File: config.mk
export PLATFORM = sky130hd
export DESIGN_NAME = axil_write_xbar
export DESIGN_NICKNAME = d
export VERILOG_FILES = /design/src/logic/axil_xbar_pkg.sv /design/src/logic/axil_write_if.sv /design/src/logic/resp_order_fifo.sv /design/src/logic/write_channel_arb.sv /design/src/logic/axil_write_xbar.sv
export SDC_FILE = /design/constraint.sdc
export NUM_CORES = 1
export LEC_CHECK = 0
export ABC_AREA = 1
export BUFFER_PORTS_ARGS = -buffer_cell sky130_fd_sc_hd__buf_2
export CORE_AREA = 2 2 99 101
export CTS_CLUSTER_DIAMETER = 50
export DETAILED_ROUTE_END_ITERATION = 7
export DIE_AREA = 0 0 101 103
export PLACE_DENSITY = 0.85
export SETUP_SLACK_MARGIN = 0.05
export SYNTH_ARGS = -nofsm -noshare
export SYNTH_HDL_FRONTEND = slang
export SYNTH_SLANG_ARGS = --single-unit
File: constraint.sdc
create_clock -name axi_clk -period 3.6 [get_ports axi_clk]
set_input_delay 0.36 -clock axi_clk [delete_from_list [all_inputs] [get_ports axi_clk]]
set_output_delay 0.36 -clock axi_clk [all_outputs]
set_load 0.03 [all_outputs]
File: src/logic/axil_xbar_pkg.sv
package axil_xbar_pkg;

  // number of managers feeding each arbiter
  localparam int NUM_MGR = 3;

  // write address, even goes to subordinate 0 and odd to subordinate 1
  typedef logic [19:0] addr_t;

  // write data and its byte strobes
  typedef logic [15:0] data_t;
  typedef logic [1:0] strb_t;

  // axi response code, passed through untouched
  typedef logic [1:0] resp_t;

  // manager index, 0 to 2 name a manager
  typedef logic [1:0] mgr_idx_t;

  // grant code for no manager
  localparam mgr_idx_t MGR_IDLE = 2'd3;

endpackage

File: src/logic/axil_write_if.sv
`timescale 1ns/1ps

// one axi-lite write channel, aw + w + b
interface axil_write_if;

  // address phase
  axil_xbar_pkg::addr_t awaddr;
  logic awvalid;
  logic awready;

  // data phase
  axil_xbar_pkg::data_t wdata;
  axil_xbar_pkg::strb_t wstrb;
  logic wvalid;
  logic wready;

  // response phase
  axil_xbar_pkg::resp_t bresp;
  logic bvalid;
  logic bready;

  // seen from the side that issues writes
  modport mgr (
    output awaddr, awvalid, wdata, wstrb, wvalid, bready,
    input awready, wready, bresp, bvalid
  );

  // seen from the side that answers writes
  modport sub (
    input awaddr, awvalid, wdata, wstrb, wvalid, bready,
    output awready, wready, bresp, bvalid
  );

endinterface

File: src/logic/resp_order_fifo.sv
`timescale 1ns/1ps

module resp_order_fifo #(
  parameter int FIFO_AW = 3
) (
  input logic axi_clk,
  input logic axi_resetn,
  input logic push,
  input axil_xbar_pkg::mgr_idx_t push_idx,
  input logic pop,
  output axil_xbar_pkg::mgr_idx_t head_idx,
  output logic empty,
  output logic full
);

  localparam int DEPTH = 1 << FIFO_AW;

  axil_xbar_pkg::mgr_idx_t mem [DEPTH];

  // extra msb tells a wrapped write pointer from an equal one
  logic [FIFO_AW:0] wr_ptr;
  logic [FIFO_AW:0] rd_ptr;
  logic do_push;
  logic do_pop;

  // pop on empty is dropped, push on full as well
  assign do_push = push & ~full;
  assign do_pop = pop & ~empty;

  always_ff @(posedge axi_clk) begin
    if (!axi_resetn) begin
      wr_ptr <= '0;
      rd_ptr <= '0;
    end else begin
      if (do_push) begin
        wr_ptr <= wr_ptr + 1'b1;
      end
      if (do_pop) begin
        rd_ptr <= rd_ptr + 1'b1;
      end
    end
  end

  always_ff @(posedge axi_clk) begin
    if (do_push) begin
      mem[wr_ptr[FIFO_AW-1:0]] <= push_idx;
    end
  end

  // head only meaningful while not empty
  assign head_idx = mem[rd_ptr[FIFO_AW-1:0]];
  assign empty = (wr_ptr == rd_ptr);
  assign full = (wr_ptr[FIFO_AW] != rd_ptr[FIFO_AW]) &&
                (wr_ptr[FIFO_AW-1:0] == rd_ptr[FIFO_AW-1:0]);

endmodule

File: src/logic/write_channel_arb.sv
`timescale 1ns/1ps

module write_channel_arb #(
  parameter int SUB_SEL = 0,
  parameter int FIFO_AW = 3
) (
  input logic axi_clk,
  input logic axi_resetn,
  axil_write_if.sub m0,
  axil_write_if.sub m1,
  axil_write_if.sub m2,
  axil_write_if.mgr s,
  output logic [axil_xbar_pkg::NUM_MGR-1:0] awready_out,
  output logic [axil_xbar_pkg::NUM_MGR-1:0] wready_out,
  output logic [axil_xbar_pkg::NUM_MGR-1:0] bvalid_out,
  output axil_xbar_pkg::resp_t bresp_out
);

  localparam int N = axil_xbar_pkg::NUM_MGR;

  // manager signals gathered so the grant can index them
  // slot 3 is the idle code and stays zero
  axil_xbar_pkg::addr_t all_awaddr [4];
  axil_xbar_pkg::data_t all_wdata [4];
  axil_xbar_pkg::strb_t all_wstrb [4];
  logic [3:0] all_awvalid;
  logic [3:0] all_wvalid;
  logic [3:0] all_bready;
  logic [3:0] greq;

  axil_xbar_pkg::mgr_idx_t grant_q;
  axil_xbar_pkg::mgr_idx_t grant_d;
  axil_xbar_pkg::mgr_idx_t head_idx;
  axil_xbar_pkg::mgr_idx_t resp_idx;
  logic idle;

  logic aw_done_q;
  logic w_done_q;
  logic aw_ok;
  logic w_ok;
  logic aw_hs;
  logic w_hs;
  logic accepted;
  logic fifo_empty;
  logic fifo_full;
  logic b_hs;

  assign all_awaddr[0] = m0.awaddr;
  assign all_awaddr[1] = m1.awaddr;
  assign all_awaddr[2] = m2.awaddr;
  assign all_awaddr[3] = '0;
  assign all_wdata[0] = m0.wdata;
  assign all_wdata[1] = m1.wdata;
  assign all_wdata[2] = m2.wdata;
  assign all_wdata[3] = '0;
  assign all_wstrb[0] = m0.wstrb;
  assign all_wstrb[1] = m1.wstrb;
  assign all_wstrb[2] = m2.wstrb;
  assign all_wstrb[3] = '0;
  assign all_awvalid = {1'b0, m2.awvalid, m1.awvalid, m0.awvalid};
  assign all_wvalid = {1'b0, m2.wvalid, m1.wvalid, m0.wvalid};
  assign all_bready = {1'b0, m2.bready, m1.bready, m0.bready};

  // request only when the address parity selects this subordinate
  always_comb begin
    greq = '0;
    for (int i = 0; i < N; i++) begin
      greq[i] = all_awvalid[i] && (all_awaddr[i][0] == 1'(SUB_SEL));
    end
  end

  assign idle = (grant_q == axil_xbar_pkg::MGR_IDLE);

  // aw and w pass only while their half is still open
  // a full fifo holds both back
  assign aw_ok = greq[grant_q] & ~aw_done_q & ~fifo_full;
  assign w_ok = all_wvalid[grant_q] & ~w_done_q & ~fifo_full;
  assign aw_hs = aw_ok & s.awready;
  assign w_hs = w_ok & s.wready;

  // accepted once both halves are in, earlier half comes from the flag
  assign accepted = (aw_done_q | aw_hs) & (w_done_q | w_hs);

  always_ff @(posedge axi_clk) begin
    if (!axi_resetn) begin
      aw_done_q <= 1'b0;
      w_done_q <= 1'b0;
    end else if (accepted) begin
      aw_done_q <= 1'b0;
      w_done_q <= 1'b0;
    end else begin
      aw_done_q <= aw_done_q | aw_hs;
      w_done_q <= w_done_q | w_hs;
    end
  end

  // next grant, holder masked so another waiter wins
  always_comb begin
    logic [3:0] masked;
    masked = greq;
    grant_d = grant_q;
    if (!idle) begin
      masked[grant_q] = 1'b0;
    end
    if (idle || accepted) begin
      if (masked[0]) begin
        grant_d = 2'd0;
      end else if (masked[1]) begin
        grant_d = 2'd1;
      end else if (masked[2]) begin
        grant_d = 2'd2;
      end else if (!idle && greq[grant_q] && aw_done_q) begin
        // holder already shows its next aw, skip the idle bubble
        // without aw_done_q the aw on the bus is the one just accepted
        grant_d = grant_q;
      end else begin
        grant_d = axil_xbar_pkg::MGR_IDLE;
      end
    end
  end

  always_ff @(posedge axi_clk) begin
    if (!axi_resetn) begin
      grant_q <= axil_xbar_pkg::MGR_IDLE;
    end else begin
      grant_q <= grant_d;
    end
  end

  // aw and w mux toward the subordinate
  assign s.awaddr = all_awaddr[grant_q];
  assign s.awvalid = aw_ok;
  assign s.wdata = all_wdata[grant_q];
  assign s.wstrb = all_wstrb[grant_q];
  assign s.wvalid = w_ok;

  // owner of each outstanding b, oldest at the head
  resp_order_fifo #(
    .FIFO_AW(FIFO_AW)
  ) u_resp_fifo (
    .axi_clk(axi_clk),
    .axi_resetn(axi_resetn),
    .push(accepted),
    .push_idx(grant_q),
    .pop(b_hs),
    .head_idx(head_idx),
    .empty(fifo_empty),
    .full(fifo_full)
  );

  assign resp_idx = fifo_empty ? axil_xbar_pkg::MGR_IDLE : head_idx;
  assign s.bready = all_bready[resp_idx];
  assign b_hs = s.bvalid & s.bready;
  assign bresp_out = s.bresp;

  // per manager readies and bvalid, only the served one sees anything
  always_comb begin
    for (int i = 0; i < N; i++) begin
      awready_out[i] = (grant_q == i) && aw_hs;
      wready_out[i] = (grant_q == i) && w_hs;
      bvalid_out[i] = (resp_idx == i) && s.bvalid;
    end
  end

endmodule

File: src/logic/axil_write_xbar.sv
`timescale 1ns/1ps

module axil_write_xbar (
  input logic axi_clk,
  input logic axi_resetn,
  input axil_xbar_pkg::addr_t in0_awaddr,
  input logic in0_awvalid,
  output logic in0_awready,
  input axil_xbar_pkg::data_t in0_wdata,
  input axil_xbar_pkg::strb_t in0_wstrb,
  input logic in0_wvalid,
  output logic in0_wready,
  output axil_xbar_pkg::resp_t in0_bresp,
  output logic in0_bvalid,
  input logic in0_bready,
  input axil_xbar_pkg::addr_t in1_awaddr,
  input logic in1_awvalid,
  output logic in1_awready,
  input axil_xbar_pkg::data_t in1_wdata,
  input axil_xbar_pkg::strb_t in1_wstrb,
  input logic in1_wvalid,
  output logic in1_wready,
  output axil_xbar_pkg::resp_t in1_bresp,
  output logic in1_bvalid,
  input logic in1_bready,
  input axil_xbar_pkg::addr_t in2_awaddr,
  input logic in2_awvalid,
  output logic in2_awready,
  input axil_xbar_pkg::data_t in2_wdata,
  input axil_xbar_pkg::strb_t in2_wstrb,
  input logic in2_wvalid,
  output logic in2_wready,
  output axil_xbar_pkg::resp_t in2_bresp,
  output logic in2_bvalid,
  input logic in2_bready,
  output axil_xbar_pkg::addr_t out0_awaddr,
  output logic out0_awvalid,
  input logic out0_awready,
  output axil_xbar_pkg::data_t out0_wdata,
  output axil_xbar_pkg::strb_t out0_wstrb,
  output logic out0_wvalid,
  input logic out0_wready,
  input axil_xbar_pkg::resp_t out0_bresp,
  input logic out0_bvalid,
  output logic out0_bready,
  output axil_xbar_pkg::addr_t out1_awaddr,
  output logic out1_awvalid,
  input logic out1_awready,
  output axil_xbar_pkg::data_t out1_wdata,
  output axil_xbar_pkg::strb_t out1_wstrb,
  output logic out1_wvalid,
  input logic out1_wready,
  input axil_xbar_pkg::resp_t out1_bresp,
  input logic out1_bvalid,
  output logic out1_bready
);

  localparam int N = axil_xbar_pkg::NUM_MGR;

  // per manager outputs of the two arbiters, merged below
  logic [N-1:0] a0_awready;
  logic [N-1:0] a0_wready;
  logic [N-1:0] a0_bvalid;
  logic [N-1:0] a1_awready;
  logic [N-1:0] a1_wready;
  logic [N-1:0] a1_bvalid;
  axil_xbar_pkg::resp_t a0_bresp;
  axil_xbar_pkg::resp_t a1_bresp;

  axil_write_if m0 ();
  axil_write_if m1 ();
  axil_write_if m2 ();
  axil_write_if s0 ();
  axil_write_if s1 ();

  // manager 0
  assign m0.awaddr = in0_awaddr;
  assign m0.awvalid = in0_awvalid;
  assign m0.wdata = in0_wdata;
  assign m0.wstrb = in0_wstrb;
  assign m0.wvalid = in0_wvalid;
  assign m0.bready = in0_bready;
  // an arbiter drives a bit only for the manager it serves, so or is enough
  assign m0.awready = a0_awready[0] | a1_awready[0];
  assign m0.wready = a0_wready[0] | a1_wready[0];
  assign m0.bvalid = a0_bvalid[0] | a1_bvalid[0];
  assign m0.bresp = a1_bvalid[0] ? a1_bresp : a0_bresp;
  assign in0_awready = m0.awready;
  assign in0_wready = m0.wready;
  assign in0_bvalid = m0.bvalid;
  assign in0_bresp = m0.bresp;

  // manager 1
  assign m1.awaddr = in1_awaddr;
  assign m1.awvalid = in1_awvalid;
  assign m1.wdata = in1_wdata;
  assign m1.wstrb = in1_wstrb;
  assign m1.wvalid = in1_wvalid;
  assign m1.bready = in1_bready;
  assign m1.awready = a0_awready[1] | a1_awready[1];
  assign m1.wready = a0_wready[1] | a1_wready[1];
  assign m1.bvalid = a0_bvalid[1] | a1_bvalid[1];
  assign m1.bresp = a1_bvalid[1] ? a1_bresp : a0_bresp;
  assign in1_awready = m1.awready;
  assign in1_wready = m1.wready;
  assign in1_bvalid = m1.bvalid;
  assign in1_bresp = m1.bresp;

  // manager 2
  assign m2.awaddr = in2_awaddr;
  assign m2.awvalid = in2_awvalid;
  assign m2.wdata = in2_wdata;
  assign m2.wstrb = in2_wstrb;
  assign m2.wvalid = in2_wvalid;
  assign m2.bready = in2_bready;
  assign m2.awready = a0_awready[2] | a1_awready[2];
  assign m2.wready = a0_wready[2] | a1_wready[2];
  assign m2.bvalid = a0_bvalid[2] | a1_bvalid[2];
  assign m2.bresp = a1_bvalid[2] ? a1_bresp : a0_bresp;
  assign in2_awready = m2.awready;
  assign in2_wready = m2.wready;
  assign in2_bvalid = m2.bvalid;
  assign in2_bresp = m2.bresp;

  // subordinate 0, even addresses
  assign out0_awaddr = s0.awaddr;
  assign out0_awvalid = s0.awvalid;
  assign out0_wdata = s0.wdata;
  assign out0_wstrb = s0.wstrb;
  assign out0_wvalid = s0.wvalid;
  assign out0_bready = s0.bready;
  assign s0.awready = out0_awready;
  assign s0.wready = out0_wready;
  assign s0.bresp = out0_bresp;
  assign s0.bvalid = out0_bvalid;

  // subordinate 1, odd addresses
  assign out1_awaddr = s1.awaddr;
  assign out1_awvalid = s1.awvalid;
  assign out1_wdata = s1.wdata;
  assign out1_wstrb = s1.wstrb;
  assign out1_wvalid = s1.wvalid;
  assign out1_bready = s1.bready;
  assign s1.awready = out1_awready;
  assign s1.wready = out1_wready;
  assign s1.bresp = out1_bresp;
  assign s1.bvalid = out1_bvalid;

  write_channel_arb #(
    .SUB_SEL(0),
    .FIFO_AW(3)
  ) arb0 (
    .axi_clk(axi_clk),
    .axi_resetn(axi_resetn),
    .m0(m0.sub),
    .m1(m1.sub),
    .m2(m2.sub),
    .s(s0.mgr),
    .awready_out(a0_awready),
    .wready_out(a0_wready),
    .bvalid_out(a0_bvalid),
    .bresp_out(a0_bresp)
  );

  write_channel_arb #(
    .SUB_SEL(1),
    .FIFO_AW(3)
  ) arb1 (
    .axi_clk(axi_clk),
    .axi_resetn(axi_resetn),
    .m0(m0.sub),
    .m1(m1.sub),
    .m2(m2.sub),
    .s(s1.mgr),
    .awready_out(a1_awready),
    .wready_out(a1_wready),
    .bvalid_out(a1_bvalid),
    .bresp_out(a1_bresp)
  );

endmodule

# After elaboration in Yosys (flattened, before gate mapping)
# Memories as Yosys holds them, arrays and structs flattened. A register that Yosys moved wholly into a read port is not among the register bits.
# Cells that the tools add are included.
# totals
word_cells	194
ramBits	32
n_memories	2
output_inout_bits	97
reg_bits	24
inputBits	135
# memory_table
memory	depth	word_bits	rd	rd_ports_with_merged_regs	write_ports	line	rtl
arb0.u_resp_fifo.mem	8	2	1	1	1	resp_order_fifo.sv:18	axil_xbar_pkg::mgr_idx_t mem [DEPTH];
arb1.u_resp_fifo.mem	8	2	1	1	1	resp_order_fifo.sv:18	
# classes
eq_ne	18
n_bitwise	51
n_reduce_logical	44
addsub	4
mux	57
order_cmp	8
# op_table
operator	n
binary-select mux 20 bit (select 2 bit)	2
two-way mux 20 bit	4
binary-select mux 16 bit (select 2 bit)	2
two-way mux 16 bit	4
two-way mux 2 bit	17
logical AND 1 bit	32
AND 1 bit	20
two-way mux 3 bit	6
adder 4 x 1 -> 4 bit (second input constant)	4
bitwise OR 1 bit	13
binary-select mux 1 bit (select 2 bit)	6
== test 2 bit (second input constant)	6
< comparator 2 x 3 -> 1 bit (second input constant)	4
two-way mux 1 bit	12
NOT 1 bit	12
binary-select mux 2 bit (select 2 bit)	2
== test 2 x 1 -> 1 bit (second input constant)	4
== test 4 bit	2
logical NOT 2 bit	4
!= test 4 x 1 -> 1 bit (second input constant)	2
AND 3 bit	2
== test 3 bit	2
>= comparator 3 bit (second input constant)	2
NOT 2 -> 3 bit	2
other kinds (8)	16

# Logic depth before layout (Yosys ltp)
# depth
word_depth	12
mapped_depth	14
ltp_nobuf	13

# Worst setup path after synthesis
# OpenSTA, ideal clock, no wires.
# synth_path
path_kind	reg2out
start	register arb0.grant_q[1]
end	output port out0_awaddr[1]
required_ns	3.240
setup_slack_ns	1.370
arrival_ns	1.870
n_path_buf	2
path_stages_with_launch	7
cell_sequence	dfxtp_1 > inv_1 > nor2_1 > inv_1 > clkbuf_1 > clkbuf_1 > o21ai_0
# synth_between
elab_chain_cells	4
# synth_lines
element	line	rtl
from (decl)	write_channel_arb.sv:31	axil_xbar_pkg::mgr_idx_t grant_q;
from (signal assigned)	write_channel_arb.sv:124	grant_q <= axil_xbar_pkg::MGR_IDLE;
from (signal assigned)	write_channel_arb.sv:126	grant_q <= grant_d;
NOT 2 -> 3 bit (implied by the code)	write_channel_arb.sv:131	assign s.awaddr = all_awaddr[grant_q];
binary-select mux 20 bit (select 2 bit)	write_channel_arb.sv:131	
two-way mux 20 bit (implied by the code) (2 in a row)	write_channel_arb.sv:131	
to (decl)	axil_write_xbar.sv:36	output axil_xbar_pkg::addr_t out0_awaddr,
# No other way between the ends. The select of a mux whose other input is x is not followed.

# Worst setup path after layout
# layout_path
start	register arb0.grant_q[1]
end	output port out0_awaddr[18]
# The elaborated chain is that of the path after synthesis.

==> results.txt <==
Hold-fix buffers at CTS: 0
Bufs on Longest Clock Path: 2
Reg-to-reg startpoint: arb0.grant_q[1]
Num ports: 232
R2r setup slk: 0.99 ns
Post-synth EDFFs: 32
Peak Freq: 328.8 MHz
Via count: 5460
Pre-Repair DR Iteration Count: 6
Die Ht: 103 um
DRT antenna net count: 0
Detailed Place HPWL: 12.07 mm
Setup bufs post-CTS: 0
Starting Density: 47.99%
Number of distinct library cells after synthesis: 35
Core area: 9459 um^2
Antenna Cells: 0
Final Hold Viols: 0
Critical path class: reg2out
H-tree depth: 3
Seq/Total Area, Yosys: 34.40%
Switching part of the total power: 56.89%
Die area: 10400 um^2
CP endpoint: out0_awaddr[18]
Largest net degree at the start of global routing: 39
Worst Path Max Fanout: 38
Yosys top cell by area: edfxtp_1
Final worst-path cycle share: 84.49%
R2r endpoint: arb0.u_resp_fifo.mem[1][0]
Post-layout util: 62.86%
Num rows: 36
Switching power: 0.002576 W
Die X-Extent: 101 um
Syn. warnings: 0
Final #Nets: 1012
Worst skew pair latency: 0.34 ns
Worst Setup End Kind: output port
Initial antenna violation count: 0
Cells resized by post-CTS repair: 0
Area Growth Syn to Fin: 30.98%
Cts bufs inserted: 9
Clock network fraction of total power: 11.5%
Most used DFF post-synth: edfxtp_1
Tmin final: 3.042 ns
Most frequent cell after synthesis: nand2_1
Clock sink count: 62
DR vias/cell: 5.504
Crit path from: arb0.grant_q[1]
Pleak: 3.009 nW
Port bufs: 231
Cell depth of the worst flop-to-flop path: 11
Relative slew slack: 29.52%
Hold path cells: 3
Gpl congestion: 0.9346
Pins Over Slew Limit: 0
Type of origin of the critical path: flip-flop
MaxCap Viol Count: 0
Mean area per synthesized cell: 6.909 um^2
Vias in the first global route: 4820
Total track usage: 28.48%
Clk_skew: 0.008188 ns
Setup Total Neg Slack: 0 ns
Worst-Margin Slew: 1.056 ns
Root Buffer: clkbuf_8
Final WL: 15.31 mm
Final setup vio count: 0
Worst Path Required: 3.24 ns
FF+latch count, synth: 62
Post-synthesis cell count: 657
Async SR Flop Fraction: 0%
Gate power share: 65.9%
Pwr/cell area: 761.6 nW/um^2
CP arrival: 2.68 ns
RSZ-0062 raised after global routing: no
Share of cells above drive strength 1: 32.12%
CTS tree: built
Clock-pin slew on the worst setup and hold paths: 0.07 ns
Int Power: 0.001952 W
Total gr overflow: 0
Worst Hold Class: in2reg
Post-Syn Area: 4539 um^2
First-pass GRT wire length: 23.46 mm
Iter 0 DRT Violations: 481
Synth top area share: 21.17%
Commonest cells in the netlist: nand2_1, inv_1, o21ai_0
Reg power frac: 22.6%
Drt wl/cell: 15.43 um
Synth top area cells: edfxtp_1, dfxtp_1, a22oi_1
Worst vdd ir: 798.4 uV
Syn nets: 796
Status: finished clean
DRC errors left: 0
layer usage:
| metal | GRT usage, % | share of wire (%) | up-vias |
|---|---|---|---|
| met2 | 46.31 | 48 | 272 |
| met5 | 0 | 0 | - |
| li1 | - | - | 2677 |
| met3 | 7.254 | 9.4 | 39 |
| met1 | 36.33 | 40 | 2472 |
| met4 | 11.75 | 2.8 | 0 |
layout make-up:
class,instances,area (um^2)
Fill cell,879,3513
Multi-Input combinational cell,464,2507
Sequential cell,62,1562
Timing Repair Buffer,235,1186
Inverter,101,380.4
Clock buffer,12,145.1
Tap cell,114,142.6
Clock inverter,4,22.52
stage by stage:
stage	std cells	hold slack, ns	area, um^2	setup slack (ns)	total power (W)
after floorplan	657	0.4873	4539	1.370	0.003114
after global placement	976	0.5021	5778	1.029	0.003967
after detailed placement	976	0.5094	5778	0.9818	0.003990
after CTS	992	0.3343	5946	0.6258	0.004505
after global routing	992	0.3613	5946	0.3102	0.004810
final	992	0.3419	5946	0.5584	0.004528
power by group through the flow:
stage,Clock (W),Combinational [W],Sequential [W]
after global routing,0.000549,0.00322,0.00104
final,0.000519,0.00299,0.00102
after floorplan,0,0.00215,0.000960
after global placement,0,0.00294,0.00103
after detailed placement,0,0.00296,0.00103
after CTS,0.000522,0.00296,0.00102
worst max-delay path, cell delays in order (launching register included):
cell,delay [ns]
dfxtp_1,0.67
inv_1,0.13
nor2_1,0.27
inv_1,0.51
o21ai_0,0.47
buf_2,0.27
kinds of logic after synthesis:
logic type / share of synthesized area [%]
xor+xnor: 1.929
buf+inv: 10.97
simple gates: 26.08
compound gates: 25.52
flops: 34.40
fa+ha+maj: 1.103
state kept, by name, summed over array words and instances, names as in the netlist, named ones only:
| register | flops |
|---|---|
| arb1.u_resp_fifo.wr_ptr | 4 |
| arb0.aw_done_q | 1 |
| arb1.aw_done_q | 1 |
| arb1.grant_q | 2 |
| arb1.u_resp_fifo.rd_ptr | 4 |
| arb1.w_done_q | 1 |
| arb0.u_resp_fifo.wr_ptr | 4 |
| arb0.u_resp_fifo.rd_ptr | 4 |
| arb1.u_resp_fifo.mem | 16 |
| arb0.w_done_q | 1 |
| arb0.grant_q | 2 |
| arb0.u_resp_fifo.mem | 16 |
placed cells by master, fill, tap and decap left out, types with 2 or more instances in the layout:
master / instances
nor2_2: 7
buf_2: 231
o21ai_0: 86
nand2_2: 7
ha_1: 4
inv_2: 3
buf_4: 4
o221ai_1: 4
nand2_1: 114
xnor2_1: 5
dfxtp_1: 30
inv_1: 96
o31ai_1: 3
nor2_1: 58
clkinv_2: 4
nor2_4: 4
nor3_1: 5
clkbuf_1: 2
nand3_4: 3
nand3_2: 3
clkbuf_8: 10
xor2_1: 5
edfxtp_1: 32
nand3_1: 55
o22ai_1: 6
o21ai_1: 3
a21oi_1: 12
a22oi_1: 72
worst min-delay path by stage:
stage	end	start	slack [ns]
after floorplan	arb0.u_resp_fifo.wr_ptr[3]	arb0.u_resp_fifo.wr_ptr[3]	0.49
after global placement	arb1.u_resp_fifo.wr_ptr[3]	arb1.u_resp_fifo.wr_ptr[3]	0.50
after detailed placement	arb0.u_resp_fifo.wr_ptr[3]	arb0.u_resp_fifo.wr_ptr[3]	0.51
after CTS	arb0.u_resp_fifo.rd_ptr[2]	out0_bvalid	0.33
after global routing	arb0.u_resp_fifo.rd_ptr[2]	out0_bvalid	0.36
final	arb0.u_resp_fifo.rd_ptr[2]	out0_bvalid	0.34
Power figures use the tool's default switching activity.
